File: src/icache_sram.sv
/*
  Single-port synchronous array with a registered read port.
  The word type is a parameter, so one module holds both tag entries and lines.
*/
module icache_sram #(
  parameter type word_t    = logic,
  parameter int  num_words = 64
) (
  input  logic                         clk_i,
  input  logic                         req_i,
  input  logic                         we_i,
  input  logic [$clog2(num_words)-1:0] addr_i,
  input  word_t                        wdata_i,
  output word_t                        rdata_o
);

  // storage, contents are undefined until written
  word_t mem_q [num_words];

  // one access per cycle
  // a write leaves the read register untouched
  always_ff @(posedge clk_i) begin
    if (req_i) begin
      if (we_i) begin
        mem_q[addr_i] <= wdata_i;
      end else begin
        // read data shows up one cycle after the request
        rdata_o <= mem_q[addr_i];
      end
    end
  end

endmodule

File: config.mk
export PLATFORM = sky130hd
export DESIGN_NAME = icache_sram
export DESIGN_NICKNAME = d
export VERILOG_FILES = /design/src/icache_sram.sv
export SDC_FILE = /design/constraint.sdc
export NUM_CORES = 1
export LEC_CHECK = 0
export ABC_AREA = 0
export BUFFER_PORTS_ARGS = -buffer_cell sky130_fd_sc_hd__buf_2
export CORE_MARGIN = 2
export CORE_UTILIZATION = 45
export CTS_CLUSTER_SIZE = 14
export DETAILED_ROUTE_END_ITERATION = 10
export HOLD_SLACK_MARGIN = 0.05
export PLACE_DENSITY = 0.68
export SYNTH_ARGS = -nofsm -noshare
export SYNTH_HDL_FRONTEND = slang
export SYNTH_SLANG_ARGS = --single-unit
File: constraint.sdc
create_clock -name clk_i -period 2.1 [get_ports clk_i]
set_input_delay 0.105 -clock clk_i [delete_from_list [all_inputs] [get_ports clk_i]]
set_output_delay 0.105 -clock clk_i [all_outputs]
set_load 0.02 [all_outputs]
==> impl_metrics.env <==
export IMPL_root_buffer="clkbuf_8"
export IMPL_postCtsHoldBufs=0
export IMPL_worstMarginPinSlew_ps=607
export IMPL_cp_required_ps=2190
export IMPL_crit_type="register to register"
export IMPL_synth_avg_cell_area_um2=12.4
export IMPL_tns_ps=0
export IMPL_routed_wl_mm=6.29
export IMPL_grt_usage_pct=19.1
export IMPL_gp_congestion=0.811
export IMPL_syn_inst=241
export IMPL_postCtsSetupBuffers=0
export IMPL_syn2layout_area_growth_pct=12.8
export IMPL_cpPeakStageDelay_ps=500
export IMPL_cap_violations=0
export IMPL_wl_per_cell_um=18.6
export IMPL_p_leak_uw=0.00109
export IMPL_finish_instance_area_mm2=0.00336
export IMPL_synth_fp_nets=251
export IMPL_rsz0062_at_grt="no"
export IMPL_cts_tree="yes"
export IMPL_cp_start_kind="register"
export IMPL_p_per_area_mw_per_mm2=850
export IMPL_grt_pass1_vias=1891
export IMPL_vias_per_cell=5.76
export IMPL_die_w_um=85.4
export IMPL_cts_clk_slew_worst_paths_ps=70
export IMPL_worst_path_buf_inv=0
export IMPL_clkLatencyLatePin_ps=350
export IMPL_fillers=551
export IMPL_min_path_type="primary input to register"
export IMPL_io_pins=11
export IMPL_dpl_cell_count=322
export IMPL_async_flop_share_pct=0
export IMPL_portBuffers=10
export IMPL_skew_ps=8.84
export IMPL_ys_seq_elements=65
export IMPL_antennaDiodeCount=0
export IMPL_layout_commonest_cell="nor2_1"
export IMPL_hpwl_mm=4.01
export IMPL_remaining_drc_errors=0
export IMPL_ys_types=39
export IMPL_irDropWorstVdd_uv=466
export IMPL_cts_htree_levels=3
export IMPL_yosysWarnings=0
export IMPL_cts_buffer_depth=2
export IMPL_period_minus_slack_ps=1740
export IMPL_seq_area_frac_synth_pct=65.5
export IMPL_ctsResizeCount=0
export IMPL_multi_input_area_um2=946
export IMPL_relSlewSlack_pct=59.5
export IMPL_cts_sinks=65
export IMPL_grt_max_degree=65
export IMPL_drv_slew=0
export IMPL_status="finished, final reports clean"
export IMPL_cp_arrival_ps=1830
export IMPL_endpoint_kind="register"
export IMPL_start_util_pct=46.6
export IMPL_final_cell_mix="nor2_1, edfxtp_1, nand2_1"
export IMPL_ant_nets=0
export IMPL_dp_slack_ps=257
export IMPL_final_setup_viol_count=0
export IMPL_drive_gt1_share_pct=16.9
export IMPL_fin_nets=266
export IMPL_grt_pass1_wl_mm=10.2
export IMPL_fin_cells=338
export IMPL_design_power_total_uw=2860
export IMPL_crit_path_max_fanout=1
export IMPL_syn_area_mm2=0.00298
export IMPL_fin_crit_sh_pct=83.0
export IMPL_crit_family="multiplexers"
export IMPL_floorplan_die_height_um=85.4
export IMPL_place_area_mm2=0.00313
export IMPL_synth_edff_count=65
export IMPL_critPathSlowestCell="mux4_1"
export IMPL_ff_latch_area_mm2=0.00195
export IMPL_dr_pass1_iters=6
export IMPL_hold_viol_final=0
export IMPL_path_cells="mux4_1 > mux2i_1 > nor2_1 > nor4_2 > nand4_1"
export IMPL_grt_ovfl_total=0
export IMPL_vias=1946
export IMPL_setup_ws_ps=357
export IMPL_synth_ff_type="edfxtp_1"
export IMPL_numCtsBuffers=9
export IMPL_core_mm2=0.00639
export IMPL_antenna_found_initial=0
export IMPL_dieArea_mm2=0.00729
export IMPL_rows=29
export IMPL_drt_iter0_drc=188
export IMPL_fmax_mhz=574
## kinds of logic (layout without fill, tap and decap cells)
group                  Yosys count  after routing  synth area share, %
flip-flops                      65             65                 65.5
AND/OR/NAND/NOR                118            118                 17.6
AO/OA/AOI/OAI                   26             26                 6.30
buffers and inverters           16             36                 2.73
multiplexers                    16             16                 7.81
## cell usage after synthesis (2+ instances only)
master	n	area share (%)
a211oi_1	2	0.50
mux2_2	5	1.9
and3_1	3	0.63
nor3_1	2	0.34
buf_2	8	1.3
a31oi_1	4	0.84
a22oi_1	3	0.76
a22o_1	2	0.59
nand3_1	4	0.67
nand3b_1	4	1.0
a2bb2oi_1	3	0.88
mux4_1	3	2.6
a221oi_1	2	0.59
edfxtp_1	65	66
nor2b_1	7	1.5
mux2i_1	6	2.0
nor2_1	71	8.9
a21oi_1	4	0.67
clkbuf_1	5	0.63
a32oi_1	2	0.59
nand2_1	18	2.3
## per-stage QoR
stage	hold WS, ps	utilization (%)
2_1_floorplan	204	-
3_3_place_gp	436	49.0
3_5_place_dp	443	49.0
4_1_cts	80.8	52.6
5_1_grt	85.6	52.6
6_report	85.1	52.6
## sequential cells by signal, summed over array words and instances (netlist names)
register / cells
mem_q: 64
rdata_o: 1
## per-layer routing
metal,wire length (µm),global-route usage (%),up-vias
met1,2820,26.6,950
li1,-,-,910
met4,167,9.24,0
met5,0,0,-
met2,2850,27.5,72
met3,456,5.54,14
## where the power goes
group	internal (µW)	switching [µW]	total, µW
Combinational	58.6	109	168
Sequential	1430	1.61	1430
Clock	778	478	1260
Total	2270	589	2860
## area by class of cell
class                   count  share of cell area [%]
flip-flops and latches     65                    58.1
multi-input cells         160                    28.1
clock inverters             7                    3.24
inverters                   1                   0.112
well taps                  77                    2.87
repair buffers             19                    3.87
clock buffers               9                    3.69
## final timing paths
| path | from | end | slack (ps) | depth (start not counted) |
|---|---|---|---|---|
| worst max register to register | mem_q[15]$_DFFE_PP_ | rdata_o$_DFFE_PP_ | 360 | 5 |
| worst min-delay path | we_i | rdata_o$_DFFE_PP_ | 90 | 2 |
| worst max-delay path | mem_q[15]$_DFFE_PP_ | rdata_o$_DFFE_PP_ | 360 | 5 |
| worst min register to register | mem_q[40]$_DFFE_PP_ | rdata_o$_DFFE_PP_ | 780 | 4 |
Note: power is estimated with default switching activity, not from simulation.
