[config.mk]
export PLATFORM = sky130hd
export DESIGN_NAME = icache_lookup
export DESIGN_NICKNAME = d
export VERILOG_FILES = /design/src/icache_pkg.sv /design/src/icache_lookup.sv
export SDC_FILE = /design/constraint.sdc
export NUM_CORES = 1
export LEC_CHECK = 0
export ABC_AREA = 1
export BUFFER_PORTS_ARGS = -buffer_cell sky130_fd_sc_hd__buf_2
export CAP_MARGIN = 20
export CORE_AREA = 5 5 303 305
export DETAILED_ROUTE_END_ITERATION = 16
export DIE_AREA = 0 0 308 310
export GPL_ROUTABILITY_DRIVEN = 0
export GPL_TIMING_DRIVEN = 0
export SYNTH_ARGS = -nofsm -noshare
export SYNTH_HDL_FRONTEND = slang
export SYNTH_SLANG_ARGS = --single-unit
[constraint.sdc]
create_clock -name vclk -period 2.6
set_clock_uncertainty 0.2 [all_clocks]
set_input_delay 0.39 -clock vclk [all_inputs]
set_output_delay 0.39 -clock vclk [all_outputs]
set_load 0.03 [all_outputs]
[src/icache_pkg.sv]
/*
  Shared widths, payload types and the address rule of the instruction cache.
  Every cache module imports this package in its header.
*/
package icache_pkg;

  //////////////////// widths

  // physical address of a fetch
  localparam int addr_w = 32;
  // one instruction word
  localparam int fetch_w = 32;
  // one cache line, moved in a single refill beat
  localparam int line_w = 128;
  // byte offset inside a line
  localparam int offset_w = $clog2(line_w / 8);
  // byte offset inside a fetch word
  localparam int word_w = $clog2(fetch_w / 8);
  // fetch words per line
  localparam int words_per_line = line_w / fetch_w;

  //////////////////// payload types

  typedef logic [addr_w-1:0]  addr_t;
  typedef logic [fetch_w-1:0] fetch_t;
  typedef logic [line_w-1:0]  line_t;

  //////////////////// address map

  // top half of the physical space is I/O
  // fetches there never allocate and go straight to memory
  function automatic logic is_noncacheable(input addr_t addr);
    return addr[addr_w-1];
  endfunction

endpackage

[src/icache_lookup.sv]
/*
  Tag compare and fetch word selection. Purely combinational from the array
  read ports. With compare off, the word is taken from the refill return.
*/
module icache_lookup import icache_pkg::*; #(
  parameter int num_ways = 4,
  parameter int tag_w    = 22
) (
  input  logic                          cmp_en_i,
  input  logic [tag_w-1:0]              tag_i,
  input  logic [offset_w-1:0]           offset_i,
  // bit tag_w of each entry is its valid bit
  input  logic [num_ways-1:0][tag_w:0]  tag_rdata_i,
  input  line_t [num_ways-1:0]          line_rdata_i,
  input  line_t                         rtrn_data_i,
  output logic                          hit_o,
  output fetch_t                        fetch_data_o
);

  localparam int way_w = $clog2(num_ways);
  localparam int sel_w = $clog2(words_per_line);

  logic [num_ways-1:0] way_hit;
  logic [way_w-1:0]    hit_idx;
  logic [sel_w-1:0]    word_sel;
  line_t               sel_line;

  //////////////////// tag compare

  // a way hits only with its valid bit set
  for (genvar w = 0; w < num_ways; w++) begin : gen_cmp
    assign way_hit[w] = tag_rdata_i[w][tag_w] && (tag_rdata_i[w][tag_w-1:0] == tag_i);
  end

  assign hit_o = |way_hit;

  // lowest hitting way
  // a line is never allocated twice, so at most one bit is set anyway
  always_comb begin
    hit_idx = '0;
    for (int i = num_ways - 1; i >= 0; i--) begin
      if (way_hit[i]) begin
        hit_idx = way_w'(i);
      end
    end
  end

  //////////////////// word select

  // drop the byte offset inside the word
  assign word_sel = offset_i[offset_w-1:word_w];

  // array line on a lookup, refill line on a miss or bypass
  assign sel_line = cmp_en_i ? line_rdata_i[hit_idx] : rtrn_data_i;

  assign fetch_data_o = sel_line[word_sel*fetch_w +: fetch_w];

endmodule

==> flow_metrics.tcl <==
set metrics [dict create \
    status "finished, violations left" \
    violations "negative setup slack" \
    die_x_microns 308 \
    final_common_cell "buf_2" \
    cpMaxStageDelayCell "nor2_4" \
    drc 0 \
    wl_per_cell_microns 24.72 \
    fmax_mhz 290.4 \
    path_max_fanout 10 \
    setup_ws_ns -0.8432 \
    slowest_delay_ns 0.22 \
    mostFrequentLayoutCells "buf_2 (750), nand2_1 (664), nand3_1 (399), nor2_1 (326), inv_1 (196)" \
    grt_busiest_layer "met2" \
    dpl.hpwl_microns 90450 \
    drv_slew 0 \
    worst_slew_pin_slew_ns 1.143 \
    synthCells 2318 \
    hold_viol 0 \
    die_y_microns 310 \
    cp.required_ns 2.01 \
    drtPass1Iterations 6 \
    holdWs_ns 1.128 \
    grt_pass1_wl_microns 137900 \
    layout.nets 3900 \
    drt_iter0_drc 1999 \
    p_per_area_nw_per_um2 140.4 \
    avgSynthCellArea_sq_um 4.427 \
    use_met1 0.2731 \
    cap_violations 0 \
    min_path_cells 8 \
    cpMostUsedCell "nand2_1" \
    route.vias.total 19070 \
    dp_slack_ns -1.911 \
    overflow 0 \
    first_global_vias 17930 \
    syn-cell-area_sq_um 10260 \
    postRouteWirelength_microns 107000 \
    cp.arrival_ns 2.85 \
    die_area_sq_um 95480 \
    path_cells "buf_8 > inv_1 > nand2_1 > nand2_1 > nand3_1 > nor2_1 > nand2_1 > nor2_4 > nand2_4 > nand2_8 > nand2_8 > buf_8 > buf_6 > nand2_1 > nand3_1 > nand3_1 > nand2_1 > nand2_1 > nand2_4 > nand2_4 > buf_8" \
    syn_to_final_growth_pct 88.73 \
    n_fill_cell 10340 \
    p_total_mw 2.720 \
    synth_cell_type_count 25 \
    rows 110 \
    antenna_found_initial 41 \
    final.period_utilization 1.324 \
    syn_nets 3077 \
    min_path_type "in -> out" \
    layout_min_cycle_time_ns 3.443 \
    rsz0062_at_grt "true" \
    regArea_sq_um 0 \
    setup_violations 32 \
    cp-end-kind "output pin" \
    final_antenna_net_count 0 \
    vias_per_cell 4.406 \
    peakVddDrop_mv 0.07660 \
    fin_util 0.2175 \
    start_util 0.1152 \
    nClkBuffers 0 \
    grt_max_degree 11 \
    core_area_sq_um 89050 \
    ys_warn_count 0 \
    yosysSeqAreaShare 0 \
    start_kind "input pin" \
    ctsHoldBuffers 0 \
    p_leak_nw 10.54 \
    max-slew-margin-rel 0.2379 \
    drive_gt1_frac 0.4231 \
    met2_usage 0.3343 \
    worstSetupPathType "in -> out" \
    track_usage 0.2061 \
    io_buffers 784 \
    ioPinCount 792 \
    met3_usage 0.05656 \
    design.seq.count 0 \
]
cell usage after synthesis:
cell type	number	area share
a21oi_1	2	0.00098
nand3_1	467	0.23
nor2_1	339	0.12
xnor2_1	17	0.015
nand3_2	1	0.00098
buf_4	8	0.0059
inv_2	10	0.0037
nand4_1	15	0.0091
a21boi_0	1	0.00073
inv_1	214	0.078
or2_2	6	0.0037
and3_1	1	0.00061
nor2_4	2	0.0022
nand2_1	927	0.34
xor2_1	5	0.0043
clkbuf_2	1	0.00049
buf_1	15	0.0055
buf_6	18	0.020
nand3b_1	129	0.094
clkbuf_1	42	0.015
nand2_2	3	0.0018
buf_2	77	0.038
nor3_1	2	0.00098
o21ai_0	11	0.0054
or2_1	5	0.0030
final timing paths:
path	to	slack, ns	from
worst min-delay path	fetch_data_o[28]	1.13	rtrn_data_i[124]
worst max-delay path	fetch_data_o[21]	-0.84	tag_i[8]
cells by family (layout without fill, tap and decap cells):
family / after synthesis / in the layout / share of synthesized area
simple gates: 1897 / 1897 / 0.8077
buf+inv: 385 / 1206 / 0.1664
xor+xnor: 22 / 22 / 0.01878
compound gates: 14 / 14 / 0.007072
other cells: 0 / 14 / 0
per-layer routing:
| metal | vias to the layer above | part of all wire |
|---|---|---|
| met1 | 8655 | 0.42 |
| met2 | 1220 | 0.44 |
| met5 | - | 0.00094 |
| li1 | 8945 | - |
| met3 | 237 | 0.10 |
| met4 | 16 | 0.035 |
metrics by stage:
stage          std cells  area, sq um  setup TNS [ns]
2_1_floorplan       2318        10850        -0.07932
3_3_place_gp        4278        16250          -57.95
3_5_place_dp        4281        16310          -54.89
4_1_cts             4314        18760          -24.45
5_1_grt             4317        19340          -29.20
6_report            4329        19370          -25.05
worst max-delay path: cells and delay by family:
family	cells	cell delay [ns]
simple gates	16	1.73
buf+inv	5	0.69
power breakdown:
| group | switching [mW] | leakage (nW) | internal, mW |
|---|---|---|---|
| combinational | 1.59 | 10.5 | 1.13 |
| sequential | 0 | 0 | 0 |
| clock | 0 | 0.0000887 | 0.000000707 |
| total | 1.59 | 10.5 | 1.13 |
final cells by class:
cell class,count,area (sq um),share of cell area
Antenna cell,14,35.03,0.001809
Tap cell,1176,1471,0.07598
Inverter,224,910.9,0.04703
Buffer,156,1448,0.07475
Multi-Input combinational cell,1933,10360,0.5348
Timing Repair Buffer,826,5144,0.2656
repair_timing:
item	CTS	global route
gates cloned	9	1
resized for setup	542	152
pin swaps	95	75
endpoints found under the setup margin	33	32
setup buffers	28	5
Note: power is estimated with default switching activity, not from simulation.
