File: src/icache_repl.sv
/*
  Refill way selection. Picks the lowest invalid way of the set that was read,
  or a pseudo-random way from an LFSR once every way holds a valid line.
*/
module icache_repl #(
  parameter int num_ways = 4
) (
  input  logic                        clk_i,
  input  logic                        rst_ni,
  input  logic [num_ways-1:0]         valid_i,
  input  logic                        advance_i,
  output logic [$clog2(num_ways)-1:0] way_o
);

  localparam int way_w  = $clog2(num_ways);
  // wide enough for up to 8 ways
  localparam int lfsr_w = 8;

  logic [way_w-1:0]  inv_way;
  logic              all_valid;
  logic [lfsr_w-1:0] lfsr_q;
  logic              lfsr_fb;

  //////////////////// first invalid way

  // scan from the top so the lowest index wins
  always_comb begin
    inv_way = '0;
    for (int i = num_ways - 1; i >= 0; i--) begin
      if (!valid_i[i]) begin
        inv_way = way_w'(i);
      end
    end
  end

  assign all_valid = &valid_i;

  // random choice only when nothing is free
  assign way_o = all_valid ? lfsr_q[way_w-1:0] : inv_way;

  //////////////////// lfsr

  // x^8 + x^6 + x^5 + x^4 + 1, maximal length
  assign lfsr_fb = lfsr_q[7] ^ lfsr_q[5] ^ lfsr_q[4] ^ lfsr_q[3];

  // step once per eviction
  // the valid bits are stable while the refill is written
  always_ff @(posedge clk_i or negedge rst_ni) begin
    if (!rst_ni) begin
      lfsr_q <= 8'hA5;
    end else if (advance_i && all_valid) begin
      lfsr_q <= {lfsr_q[lfsr_w-2:0], lfsr_fb};
    end
  end

endmodule

File: config.mk
export PLATFORM = sky130hd
export DESIGN_NAME = icache_repl
export DESIGN_NICKNAME = d
export VERILOG_FILES = /design/src/icache_repl.sv
export SDC_FILE = /design/constraint.sdc
export NUM_CORES = 1
export LEC_CHECK = 0
export BUFFER_PORTS_ARGS = -buffer_cell sky130_fd_sc_hd__clkbuf_2
export CAP_MARGIN = 20
export CORE_AREA = 4 4 41 43
export CTS_CLUSTER_SIZE = 40
export DETAILED_ROUTE_END_ITERATION = 8
export DIE_AREA = 0 0 45 47
export GPL_ROUTABILITY_DRIVEN = 0
export PLACE_DENSITY = 0.55
export SETUP_SLACK_MARGIN = 0.1
export SLEW_MARGIN = 40
export SYNTH_ARGS = -nofsm -noshare
export SYNTH_HDL_FRONTEND = slang
export SYNTH_SLANG_ARGS = --single-unit
File: constraint.sdc
create_clock -name clk_i -period 1.46 [get_ports clk_i]
set_clock_uncertainty 0.2 [all_clocks]
set_input_delay 0.073 -clock clk_i [delete_from_list [all_inputs] [get_ports clk_i]]
set_output_delay 0.073 -clock clk_i [all_outputs]
set_load 0.005 [all_outputs]
==> flow_metrics.env <==
export IMPL_setup_worst_path_start="lfsr_q[0]$_DFFE_PN1P_"
export IMPL_ys_warn_count=0
export IMPL_hold_depth=3
export IMPL_avgRoutedWirePerCell_um=11.5
export IMPL_first_pass_iters=2
export IMPL_syn_nets=34
export IMPL_port_buffers=8
export IMPL_slew_headroom_pct=88.7
export IMPL_clockRootBuffer="clkbuf_4"
export IMPL_criticalPathCategory="reg2out"
export IMPL_start_kind="flip-flop"
export IMPL_netlist_area_um2=380
export IMPL_hold_viol_final=0
export IMPL_grt_pass1_wl_um=1210
export IMPL_synthAdderAreaFrac_pct=0
export IMPL_synth_top_family_by_area="multiplexers"
export IMPL_die_x_um=45
export IMPL_drc=0
export IMPL_vias=268
export IMPL_tns_ns=0
export IMPL_postRouteAntennaNets=0
export IMPL_die_area_um2=2120
export IMPL_numCtsBuffers=3
export IMPL_clock_latency_ns=0.25
export IMPL_p_comb_share_pct=8.1
export IMPL_drt_wl_total_um=665
export IMPL_nNetsFinal=51
export IMPL_drive_gt1_share_pct=60.5
export IMPL_holdWs_ns=0.0476
export IMPL_antenna_found_initial=0
export IMPL_n_antenna_cell=0
export IMPL_finalSetupViolCount=0
export IMPL_cts_tree="done"
export IMPL_clkPwrFrac_pct=41.0
export IMPL_hold_class="in2reg"
export IMPL_internal_power_uw=345
export IMPL_grt_max_degree=9
export IMPL_viasPerCell=4.62
export IMPL_period_needed_ns=1.34
export IMPL_synth_compound_area_share_pct=4.93
export IMPL_netlist_instances=27
export IMPL_slew_violations=0
export IMPL_worst_pin_slew_ns=0.169
export IMPL_ys_types=12
export IMPL_gr_usage_met3_pct=3.45
export IMPL_clock_sinks=8
export IMPL_row_count=13
export IMPL_grt_total_usage_pct=8.69
export IMPL_first_global_vias=285
export IMPL_largest_register_ffs=8
export IMPL_max_freq_ghz=0.748
export IMPL_top_regs="lfsr_q: 8 flops"
export IMPL_p_leak_nw=0.243
export IMPL_r2r_start="lfsr_q[5]$_DFFE_PN1P_"
export IMPL_htreeDepth=1
export IMPL_swShare_pct=20.9
export IMPL_synth_seq_cells=8
export IMPL_p_seq_share_pct=50.9
export IMPL_powerDensity_nw_per_um2=869
export IMPL_synth_area_per_cell_um2=14.1
export IMPL_holdCritStartpoint="valid_i[3]"
export IMPL_clk_pin_slew_ns=0.06
export IMPL_area_growth_syn_to_layout_pct=32.2
export IMPL_io_pins=9
export IMPL_rsz0062_at_grt="true"
export IMPL_regMostFlops="lfsr_q"
export IMPL_core_um2=1300
export IMPL_busiest_layer="met2"
export IMPL_grt_util_met1_pct=8.62
export IMPL_cp_end_kind="output pin"
export IMPL_cp_max_fo=2
export IMPL_outcome="complete, no violations"
export IMPL_r2r_cells=3
export IMPL_grt_ovfl_total=0
export IMPL_synth_mux_area_share_pct=23.7
export IMPL_start_util_pct=29.2
export IMPL_worst_ep_arrival_time_ns=1.06
export IMPL_synth_xor_area_share_pct=6.91
export IMPL_p_switching_uw=91.5
export IMPL_crit_required_ns=1.19
export IMPL_grt_met2_usage_pct=14.4
export IMPL_clock_path_buffers=2
export IMPL_drv_cap=0
export IMPL_synth_seq_area_share_pct=53.9
export IMPL_synth_simple_gate_area_share_pct=8.55
export IMPL_ir_worst_vdd_v=0.000457
export IMPL_fin_crit_sh_pct=91.5
export IMPL_drt_initial_drc_count=1
export IMPL_die_y_um=47
==> synthesized netlist by cell type <==
| library cell | instances | area, um2 |
|---|---|---|
| and3_4 | 1 | 11.3 |
| dfrtp_1 | 4 | 100 |
| xor2_1 | 1 | 8.76 |
| mux2_2 | 8 | 90.1 |
| nand2_1 | 1 | 3.75 |
| a21boi_0 | 1 | 7.51 |
| dfstp_2 | 4 | 105 |
| o21ai_0 | 1 | 5.00 |
| nand3_4 | 1 | 17.5 |
| inv_1 | 2 | 7.51 |
| a31oi_1 | 1 | 6.26 |
| xnor2_1 | 2 | 17.5 |
==> worst max-delay path: stages (launching register included) <==
cell and delay [ns]:
dfstp_2 0.52, o21ai_1 0.06, a21boi_1 0.11, buf_2 0.12
==> power groups by stage <==
stage               logic (mW)  registers, mW  clock network (mW)
floorplan              0.00893          0.226                   0
global placement        0.0272          0.226                   0
detailed placement      0.0288          0.226                   0
CTS                     0.0364          0.222               0.189
global route            0.0406          0.222               0.203
finish                  0.0355          0.222               0.179
==> through the flow <==
step           power [mW]  instance area (um2)  util, %  setup WS (ns)  std cells
4_1_cts             0.447                  503     38.7         0.0938         58
6_report            0.437                  503     38.7          0.124         58
3_3_place_gp        0.253                  439     33.8          0.208         50
3_5_place_dp        0.255                  439     33.8          0.191         50
2_1_floorplan       0.235                  380        -          0.217         27
5_1_grt             0.465                  503     38.7         0.0743         58
==> layer usage <==
metal  vias up  part of all wire, %
met2         8                   48
li1        126                    -
met1       134                   45
met5         -                    0
met3         0                  6.5
met4         0                    0
==> path summary, 6_finish.rpt <==
check / to / slack [ns]
max reg2reg: lfsr_q[0]$_DFFE_PN1P_ / 0.19
max in group asynchronous: lfsr_q[1]$_DFFE_PN0P_ / 0.29
min: lfsr_q[4]$_DFFE_PN0P_ / 0.05
max: way_o[0] / 0.12
min reg2reg: lfsr_q[7]$_DFFE_PN1P_ / 0.32
min in group asynchronous: lfsr_q[2]$_DFFE_PN1P_ / 0.17
==> layout by cell type (no fill, tap or decap) <==
master,n
mux2_2,8
clkbuf_2,7
dfstp_2,4
dfrtp_1,4
clkbuf_4,3
dlygate4sd3_1,3
inv_1,2
xnor2_1,2
o21ai_1,1
a21boi_1,1
nand2_1,1
a31oi_1,1
and3_4,1
nand3_4,1
xor2_1,1
clkbuf_1,1
buf_2,1
buf_4,1
==> timing repair <==
action / CTS / global route
endpoints found under the hold margin: 8 / 0
resized for setup: 2 / 1
setup endpoints to repair: 1 / 1
hold buffers: 3 / 0
pin swaps: 1 / 0
buffers inserted: 1 / 0
==> cells by family (layout without fill, tap and decap cells) <==
kind of cell | after synthesis | after routing
DFF | 8 | 8
muxes | 8 | 8
and+or+nand+nor | 3 | 3
buffers and inverters | 2 | 18
xor gates and xnor gates | 3 | 3
AOI/OAI and AO/OA | 3 | 3
==> final cells by class <==
class                      instances  area (um2)
fill                             137         798
sequential                         8         205
multi-input combinational         17         168
timing repair buffer              12        77.6
clock buffer                       4        26.3
tap                               15        18.8
inverter                           2        7.51
Power figures use the tool's default switching activity.
