<file path="src/icache_pkg.sv">
/*
  Shared widths, payload types and the address rule of the instruction cache.
  Every cache module imports this package in its header.
*/
package icache_pkg;

  //////////////////// widths

  // physical address of a fetch
  localparam int addr_w = 32;
  // one instruction word
  localparam int fetch_w = 32;
  // one cache line, moved in a single refill beat
  localparam int line_w = 128;
  // byte offset inside a line
  localparam int offset_w = $clog2(line_w / 8);
  // byte offset inside a fetch word
  localparam int word_w = $clog2(fetch_w / 8);
  // fetch words per line
  localparam int words_per_line = line_w / fetch_w;

  //////////////////// payload types

  typedef logic [addr_w-1:0]  addr_t;
  typedef logic [fetch_w-1:0] fetch_t;
  typedef logic [line_w-1:0]  line_t;

  //////////////////// address map

  // top half of the physical space is I/O
  // fetches there never allocate and go straight to memory
  function automatic logic is_noncacheable(input addr_t addr);
    return addr[addr_w-1];
  endfunction

endpackage

</file>
<file path="src/icache_ctrl.sv">
/*
  Cache controller. Runs the flush/idle/read/miss FSM, latches the fetch
  address, issues refills and drives the tag and data arrays of all ways.
*/
module icache_ctrl import icache_pkg::*; #(
  parameter int num_ways = 4,
  parameter int num_sets = 64
) (
  input  logic                                               clk_i,
  input  logic                                               rst_ni,
  input  logic                                               en_i,
  input  logic                                               flush_i,
  input  logic                                               fetch_req_i,
  input  addr_t                                              fetch_addr_i,
  input  logic                                               mem_ack_i,
  input  logic                                               mem_rtrn_vld_i,
  input  logic                                               hit_i,
  input  logic [$clog2(num_ways)-1:0]                        repl_way_i,
  output logic                                               fetch_ready_o,
  output logic                                               fetch_valid_o,
  output logic                                               busy_o,
  output logic                                               miss_o,
  output logic                                               mem_req_o,
  output addr_t                                              mem_addr_o,
  output logic                                               mem_nc_o,
  output logic [num_ways-1:0]                                tag_req_o,
  output logic                                               tag_we_o,
  output logic [$clog2(num_sets)-1:0]                        tag_addr_o,
  output logic [addr_w-$clog2(num_sets)-offset_w:0]          tag_wdata_o,
  output logic [num_ways-1:0]                                data_req_o,
  output logic                                               data_we_o,
  output logic [$clog2(num_sets)-1:0]                        data_addr_o,
  output logic                                               cmp_en_o,
  output logic [addr_w-$clog2(num_sets)-offset_w-1:0]        tag_o,
  output logic [offset_w-1:0]                                offset_o
);

  localparam int idx_w = $clog2(num_sets);
  localparam int tag_w = addr_w - idx_w - offset_w;

  typedef enum logic [1:0] {FLUSH, IDLE, READ, MISS} state_e;

  state_e              state_d, state_q;
  logic                cache_en_d, cache_en_q;
  logic                flush_d, flush_q;
  logic [idx_w-1:0]    flush_cnt_q;
  logic                flush_en;
  logic                flush_done;
  logic                start_flush;
  logic                accept;
  logic                fill;
  logic                nc_d, nc_q;
  logic                cmp_en_d, cmp_en_q;
  logic [num_ways-1:0] repl_oh_q;
  addr_t               addr_q;
  logic [idx_w-1:0]    fetch_idx;
  logic [idx_w-1:0]    idx_q;
  logic [tag_w-1:0]    tag_q;

  //////////////////// address split

  // new requests index the arrays straight from the port
  assign fetch_idx = fetch_addr_i[offset_w +: idx_w];
  assign idx_q     = addr_q[offset_w +: idx_w];
  assign tag_q     = addr_q[addr_w-1 -: tag_w];

  assign tag_o    = tag_q;
  assign offset_o = addr_q[offset_w-1:0];

  // I/O space, or everything while the cache is off
  assign accept   = fetch_ready_o & fetch_req_i;
  assign nc_d     = is_noncacheable(fetch_addr_i) | ~cache_en_q;
  // compare in the next cycle only for cacheable fetches
  assign cmp_en_d = accept & ~nc_d;
  assign cmp_en_o = cmp_en_q;

  // line address for fills, word address for bypass
  assign mem_addr_o = nc_q ? {addr_q[addr_w-1:word_w], {word_w{1'b0}}} :
                             {addr_q[addr_w-1:offset_w], {offset_w{1'b0}}};
  assign mem_nc_o   = nc_q;

  // pending flush, or re-enable after the cache was off
  assign start_flush = flush_q | (en_i & ~cache_en_q);
  assign flush_done  = (flush_cnt_q == idx_w'(num_sets - 1));

  assign busy_o = (state_q != IDLE);

  //////////////////// fsm

  always_comb begin
    state_d       = state_q;
    // turning off takes effect at once, turning on goes through a flush
    cache_en_d    = cache_en_q & en_i;
    flush_d       = flush_q | flush_i;
    flush_en      = 1'b0;
    fill          = 1'b0;
    fetch_ready_o = 1'b0;
    fetch_valid_o = 1'b0;
    mem_req_o     = 1'b0;
    miss_o        = 1'b0;

    unique case (state_q)
      // clear one set per cycle
      FLUSH: begin
        flush_en = 1'b1;
        if (flush_done) begin
          state_d    = IDLE;
          flush_d    = 1'b0;
          cache_en_d = en_i;
        end
      end
      // wait for a fetch
      IDLE: begin
        if (start_flush) begin
          state_d = FLUSH;
        end else begin
          fetch_ready_o = 1'b1;
          if (fetch_req_i) begin
            state_d = READ;
          end
        end
      end
      // arrays are valid now
      // on a hit answer and take the next fetch in the same cycle
      READ: begin
        if (cmp_en_q && hit_i) begin
          fetch_valid_o = 1'b1;
          if (start_flush) begin
            state_d = FLUSH;
          end else begin
            fetch_ready_o = 1'b1;
            state_d       = fetch_req_i ? READ : IDLE;
          end
        end else begin
          // miss or bypass, hold the request until acknowledged
          mem_req_o = 1'b1;
          if (mem_ack_i) begin
            // the perf counter only sees real misses
            miss_o  = ~nc_q;
            state_d = MISS;
          end
        end
      end
      // return strobe is consumed unconditionally
      MISS: begin
        if (mem_rtrn_vld_i) begin
          fetch_valid_o = 1'b1;
          fill          = ~nc_q;
          state_d       = start_flush ? FLUSH : IDLE;
        end
      end
      default: begin
        state_d = FLUSH;
      end
    endcase
  end

  //////////////////// array control

  // flush, lookup and fill never overlap
  assign tag_req_o   = (flush_en || accept) ? '1 : (fill ? repl_oh_q : '0);
  assign tag_we_o    = flush_en | fill;
  assign tag_addr_o  = flush_en ? flush_cnt_q : (fill ? idx_q : fetch_idx);
  // valid bit on top, cleared while flushing
  assign tag_wdata_o = {fill, tag_q};

  assign data_req_o  = accept ? '1 : (fill ? repl_oh_q : '0);
  assign data_we_o   = fill;
  assign data_addr_o = fill ? idx_q : fetch_idx;

  //////////////////// registers

  always_ff @(posedge clk_i or negedge rst_ni) begin
    if (!rst_ni) begin
      state_q     <= FLUSH;
      cache_en_q  <= 1'b0;
      flush_q     <= 1'b0;
      flush_cnt_q <= '0;
      nc_q        <= 1'b0;
      cmp_en_q    <= 1'b0;
      repl_oh_q   <= '0;
    end else begin
      state_q     <= state_d;
      cache_en_q  <= cache_en_d;
      flush_q     <= flush_d;
      cmp_en_q    <= cmp_en_d;
      if (flush_en) begin
        flush_cnt_q <= flush_done ? '0 : flush_cnt_q + 1'b1;
      end
      if (accept) begin
        nc_q <= nc_d;
      end
      // the way read out with the lookup is the one refilled later
      if (cmp_en_q) begin
        repl_oh_q <= {{(num_ways-1){1'b0}}, 1'b1} << repl_way_i;
      end
    end
  end

  // fetch address
  always_ff @(posedge clk_i) begin
    if (accept) begin
      addr_q <= fetch_addr_i;
    end
  end

endmodule

</file>
<file path="config.mk">
export PLATFORM = sky130hd
export DESIGN_NAME = icache_ctrl
export DESIGN_NICKNAME = d
export VERILOG_FILES = /design/src/icache_pkg.sv /design/src/icache_ctrl.sv
export SDC_FILE = /design/constraint.sdc
export NUM_CORES = 1
export LEC_CHECK = 0
export BUFFER_PORTS_ARGS = -buffer_cell sky130_fd_sc_hd__buf_2
export CORE_AREA = 8 8 85 87
export CTS_CLUSTER_DIAMETER = 80
export DETAILED_ROUTE_END_ITERATION = 12
export DIE_AREA = 0 0 93 95
export GPL_ROUTABILITY_DRIVEN = 0
export PLACE_DENSITY = 0.81
export SKIP_LAST_GASP = 1
export SYNTH_ARGS = -nofsm -noshare
export SYNTH_HDL_FRONTEND = slang
export SYNTH_SLANG_ARGS = --single-unit
</file>
<file path="constraint.sdc">
create_clock -name clk_i -period 2.5 [get_ports clk_i]
set_input_delay 0.5 -clock clk_i [delete_from_list [all_inputs] [get_ports clk_i]]
set_output_delay 0.5 -clock clk_i [all_outputs]
set_load 0.01 [all_outputs]
</file>
==> results.toml <==
[clock_network]
htree_levels = 2
tritoncts.num_buffers = 5
clock_latency_ps = 290
cts_num_sinks = 48
path_clk_slew_ps = 90
cts_tree = "done"
clock_root_buffer = "sky130_fd_sc_hd__clkbuf_8"
cts-root-to-sink-buffers = 2

[routing]
vias_per_std_cell = 4.620
post-route-drc-count = 0
drt-total-wl_mm = 6.418
detailroute.via_count = 1811
drt_first_iter_violations = 40
wl_per_cell_microns = 16.37
detail-route-antenna-nets = 0
drt_first_pass_iters = 4

[die]
rows = 28
number_of_i_o_pins = 152
initial_utilization_pct = 41.91
fp.coreArea_sq_um = 5816
chipHeight_microns = 95
die_w_microns = 93
die_area_sq_um = 8835

[grt]
initial_antenna_violation_count = 0
first_global_vias = 1887
grt_remaining_overflow = 0
grt_pass1_wl_mm = 9.528
largest_net_degree_at_the_start_of_global_routing = 33
grt.total_usage_pct = 13.46

[logic_synthesis]
synth.mux.area_fraction_pct = 7.700
edff_count_synth = 32
yosys-top-cells-area = "sky130_fd_sc_hd__edfxtp_1 (39%), sky130_fd_sc_hd__dfrtp_1 (16%), sky130_fd_sc_hd__buf_4 (15%), sky130_fd_sc_hd__mux2_2 (4.6%), sky130_fd_sc_hd__mux2_4 (3.1%)"
postSynthAreaPerCell_sq_um = 12.19
post_synth_fa_ha_maj_area_fraction_pct = 2.567
yosysTopAreaCell = "sky130_fd_sc_hd__edfxtp_1"
post_synth_num_cell_types = 39
ys_async_sr_fraction_pct = 33.33
synth_top_flop_cell = "sky130_fd_sc_hd__edfxtp_1"
xor_xnor_portion_of_the_synthesized_cell_area_pct = 1.437
ys_warn_count = 0
synth_compound_gate_area_share_pct = 6.109
yosys.area_share.simple_pct = 8.419
postSynthCellCount = 200
yosysSeqAreaShare_pct = 55.85
post_synthesis_sequential_element_count = 48
synth_top_family_by_area = "buffers and inverters"
syn-cell-area_sq_um = 2437
synth_top_area_share_pct = 39.43

[power]
power_per_cell_area_nw_per_um2 = 728.3
leakage_dissipation_nw = 1.591
vdd_ir_drop_max_uv = 490.3
report.power.total_mw = 2.325

[placed_design]
placedInstanceArea_sq_um = 2928
placement.io_buffers = 149
dpl.cell_count = 376
place_worst_setup_slack_ps = 118.8
dp_hpwl_mm = 5.051

[sta]
final_max_slew_viol_count = 0
final-setup-viol-count = 7
post_route_clock_period_utilization_pct = 101.1
max_clock_freq_ghz = 0.3957
final.hold.worst_slack_ps = 113.9
setup_repair_after_global_routing_missed_its_margin = "yes"
clock_skew_ps = 4.601
setup_tns_ps = -108.2
final-hold-violation-count = 0
min_period_ps = 2527
fin_ws_ps = -27.40

[finish]
multiInputGateArea_sq_um = 695.7
antennaDiodeCount = 0
layout-drive-gt1-share_pct = 60.88
post-route-util_pct = 54.91
final_cell_area_sq_um = 3193
net_count_reported_at_finish = 363
fillerInstances = 542
layoutNonFillerInstCount = 392
sequential_cell_area_sq_um = 1361
synthToLayoutAreaGrowth_pct = 31.01

[critical_path]
path_delay_family = "multiplexers"
cp.buffers_inverters = 2
critical_path.slowest_cell = "sky130_fd_sc_hd__dfrtp_1"
critPathKind = "reg2out"
worst_setup_path_end_kind = "primary output"
reg2reg_slack_ps = 380
timing.critical_path.from_type = "flop"
worst-endpoint-arrival_ps = 2030
crit_chain = "ha_2 -> nand2_2 -> or2_4 -> inv_8 -> mux2_4 -> mux2_4 -> buf_6"
crit_path_max_fanout = 8
worst_path_most_repeated_cell = "sky130_fd_sc_hd__mux2_4"
worstPathRequired_ps = 2000
slowest_delay_ps = 400

[flow_run]
drv.max_cap_violation_count = 0

[outcome]
outcome = "finished, violations left"
failed_checks = "negative setup slack"

[min_path]
min-delay-path-class = "in2async"
==> Yosys cell counts, types with 2 or more instances <==
cell type / instances
sky130_fd_sc_hd__mux2_2: 10
sky130_fd_sc_hd__inv_1: 12
sky130_fd_sc_hd__nand4_1: 2
sky130_fd_sc_hd__mux2_4: 5
sky130_fd_sc_hd__ha_1: 5
sky130_fd_sc_hd__o21ai_0: 3
sky130_fd_sc_hd__nor2_1: 8
sky130_fd_sc_hd__buf_4: 48
sky130_fd_sc_hd__nand2_1: 19
sky130_fd_sc_hd__a21oi_1: 4
sky130_fd_sc_hd__dfrtp_1: 16
sky130_fd_sc_hd__and3_1: 2
sky130_fd_sc_hd__edfxtp_1: 32
sky130_fd_sc_hd__nand3_1: 3
sky130_fd_sc_hd__inv_2: 2
sky130_fd_sc_hd__and2_1: 3
sky130_fd_sc_hd__xnor2_1: 3
sky130_fd_sc_hd__o22ai_1: 2
==> worst reg2reg max path: stages, from the launching register on <==
cell and delay (ps):
sky130_fd_sc_hd__dfrtp_1 400, sky130_fd_sc_hd__buf_6 120, sky130_fd_sc_hd__inv_1 70, sky130_fd_sc_hd__ha_4 270, sky130_fd_sc_hd__inv_1 50, sky130_fd_sc_hd__a2111oi_4 400
sky130_fd_sc_hd__nand2_2 160, sky130_fd_sc_hd__inv_1 130, sky130_fd_sc_hd__buf_12 210
==> what timing repair did <==
item | 4_1_cts | 5_1_grt
hold buffers | 0 | 0
setup endpoints to repair | 9 | 14
resized for setup | 15 | 8
setup buffers | 4 | 4
pin swaps | 4 | 6
==> report_power, final <==
part / total [mW] / leakage (nW) / internal (mW) / switching (mW)
registers: 0.987 / 0.476 / 0.911 / 0.0756
logic: 0.791 / 1.06 / 0.429 / 0.361
clock network: 0.548 / 0.0552 / 0.297 / 0.250
==> final cells by class <==
type                       instances  area share (%)
clock inverter                     2           1.097
multi-input combinational         88           21.79
inverter                          14           1.881
tap                               75           2.939
timing repair buffer             159           27.39
clock buffer                       6           2.273
sequential                        48           42.63
==> placed cells by master, fill, tap and decap left out, types with 2 or more instances in the layout <==
| master | instances |
|---|---|
| sky130_fd_sc_hd__edfxtp_1 | 32 |
| sky130_fd_sc_hd__nor2_1 | 8 |
| sky130_fd_sc_hd__nand2_2 | 2 |
| sky130_fd_sc_hd__a21oi_1 | 3 |
| sky130_fd_sc_hd__and2_1 | 3 |
| sky130_fd_sc_hd__nand3_1 | 3 |
| sky130_fd_sc_hd__ha_1 | 2 |
| sky130_fd_sc_hd__buf_4 | 8 |
| sky130_fd_sc_hd__and3_1 | 2 |
| sky130_fd_sc_hd__o22ai_1 | 2 |
| sky130_fd_sc_hd__ha_2 | 2 |
| sky130_fd_sc_hd__conb_1 | 2 |
| sky130_fd_sc_hd__clkbuf_8 | 5 |
| sky130_fd_sc_hd__inv_1 | 12 |
| sky130_fd_sc_hd__nand4_1 | 2 |
| sky130_fd_sc_hd__buf_6 | 7 |
| sky130_fd_sc_hd__xnor2_1 | 3 |
| sky130_fd_sc_hd__buf_2 | 143 |
| sky130_fd_sc_hd__mux2_4 | 11 |
| sky130_fd_sc_hd__nand2_1 | 18 |
| sky130_fd_sc_hd__o21ai_0 | 3 |
| sky130_fd_sc_hd__mux2_2 | 4 |
| sky130_fd_sc_hd__dfrtp_1 | 16 |
==> state kept, by name, summed over array words and instances, names as in the netlist <==
name,count
flush_cnt_q,6
mem_nc_o,1
state_q,2
flush_q,1
repl_oh_q,4
addr_q,32
cache_en_q,1
cmp_en_o,1
==> cell families after synthesis <==
logic type | after synthesis
compound gates | 19
fa+ha+maj | 5
flops | 48
xor+xnor | 4
buf+inv | 65
simple gates | 43
other cells | 1
mux | 15
==> metal layers <==
metal	part of all wire [%]	track usage, %	wire (microns)
met5	0	0	0
met4	0.89	4.161	57
met3	11	4.841	711
met2	53	25.80	3402
met1	35	13.16	2246
==> worst paths after layout <==
| path | from | to | depth (start not counted) |
|---|---|---|---|
| min in group clk_i | fetch_addr_i[2] | addr_q[2] | 1 |
| hold reg to reg | repl_oh_q[0] | repl_oh_q[0] | 1 |
| setup / recovery | state_q[1] | tag_addr_o[3] | 7 |
| hold / removal | rst_ni | state_q[0] | 1 |
| setup reg to reg | state_q[1] | addr_q[7] | 8 |
| max in group asynchronous | rst_ni | flush_cnt_q[3] | 1 |
(Power assumes the default switching activity.)
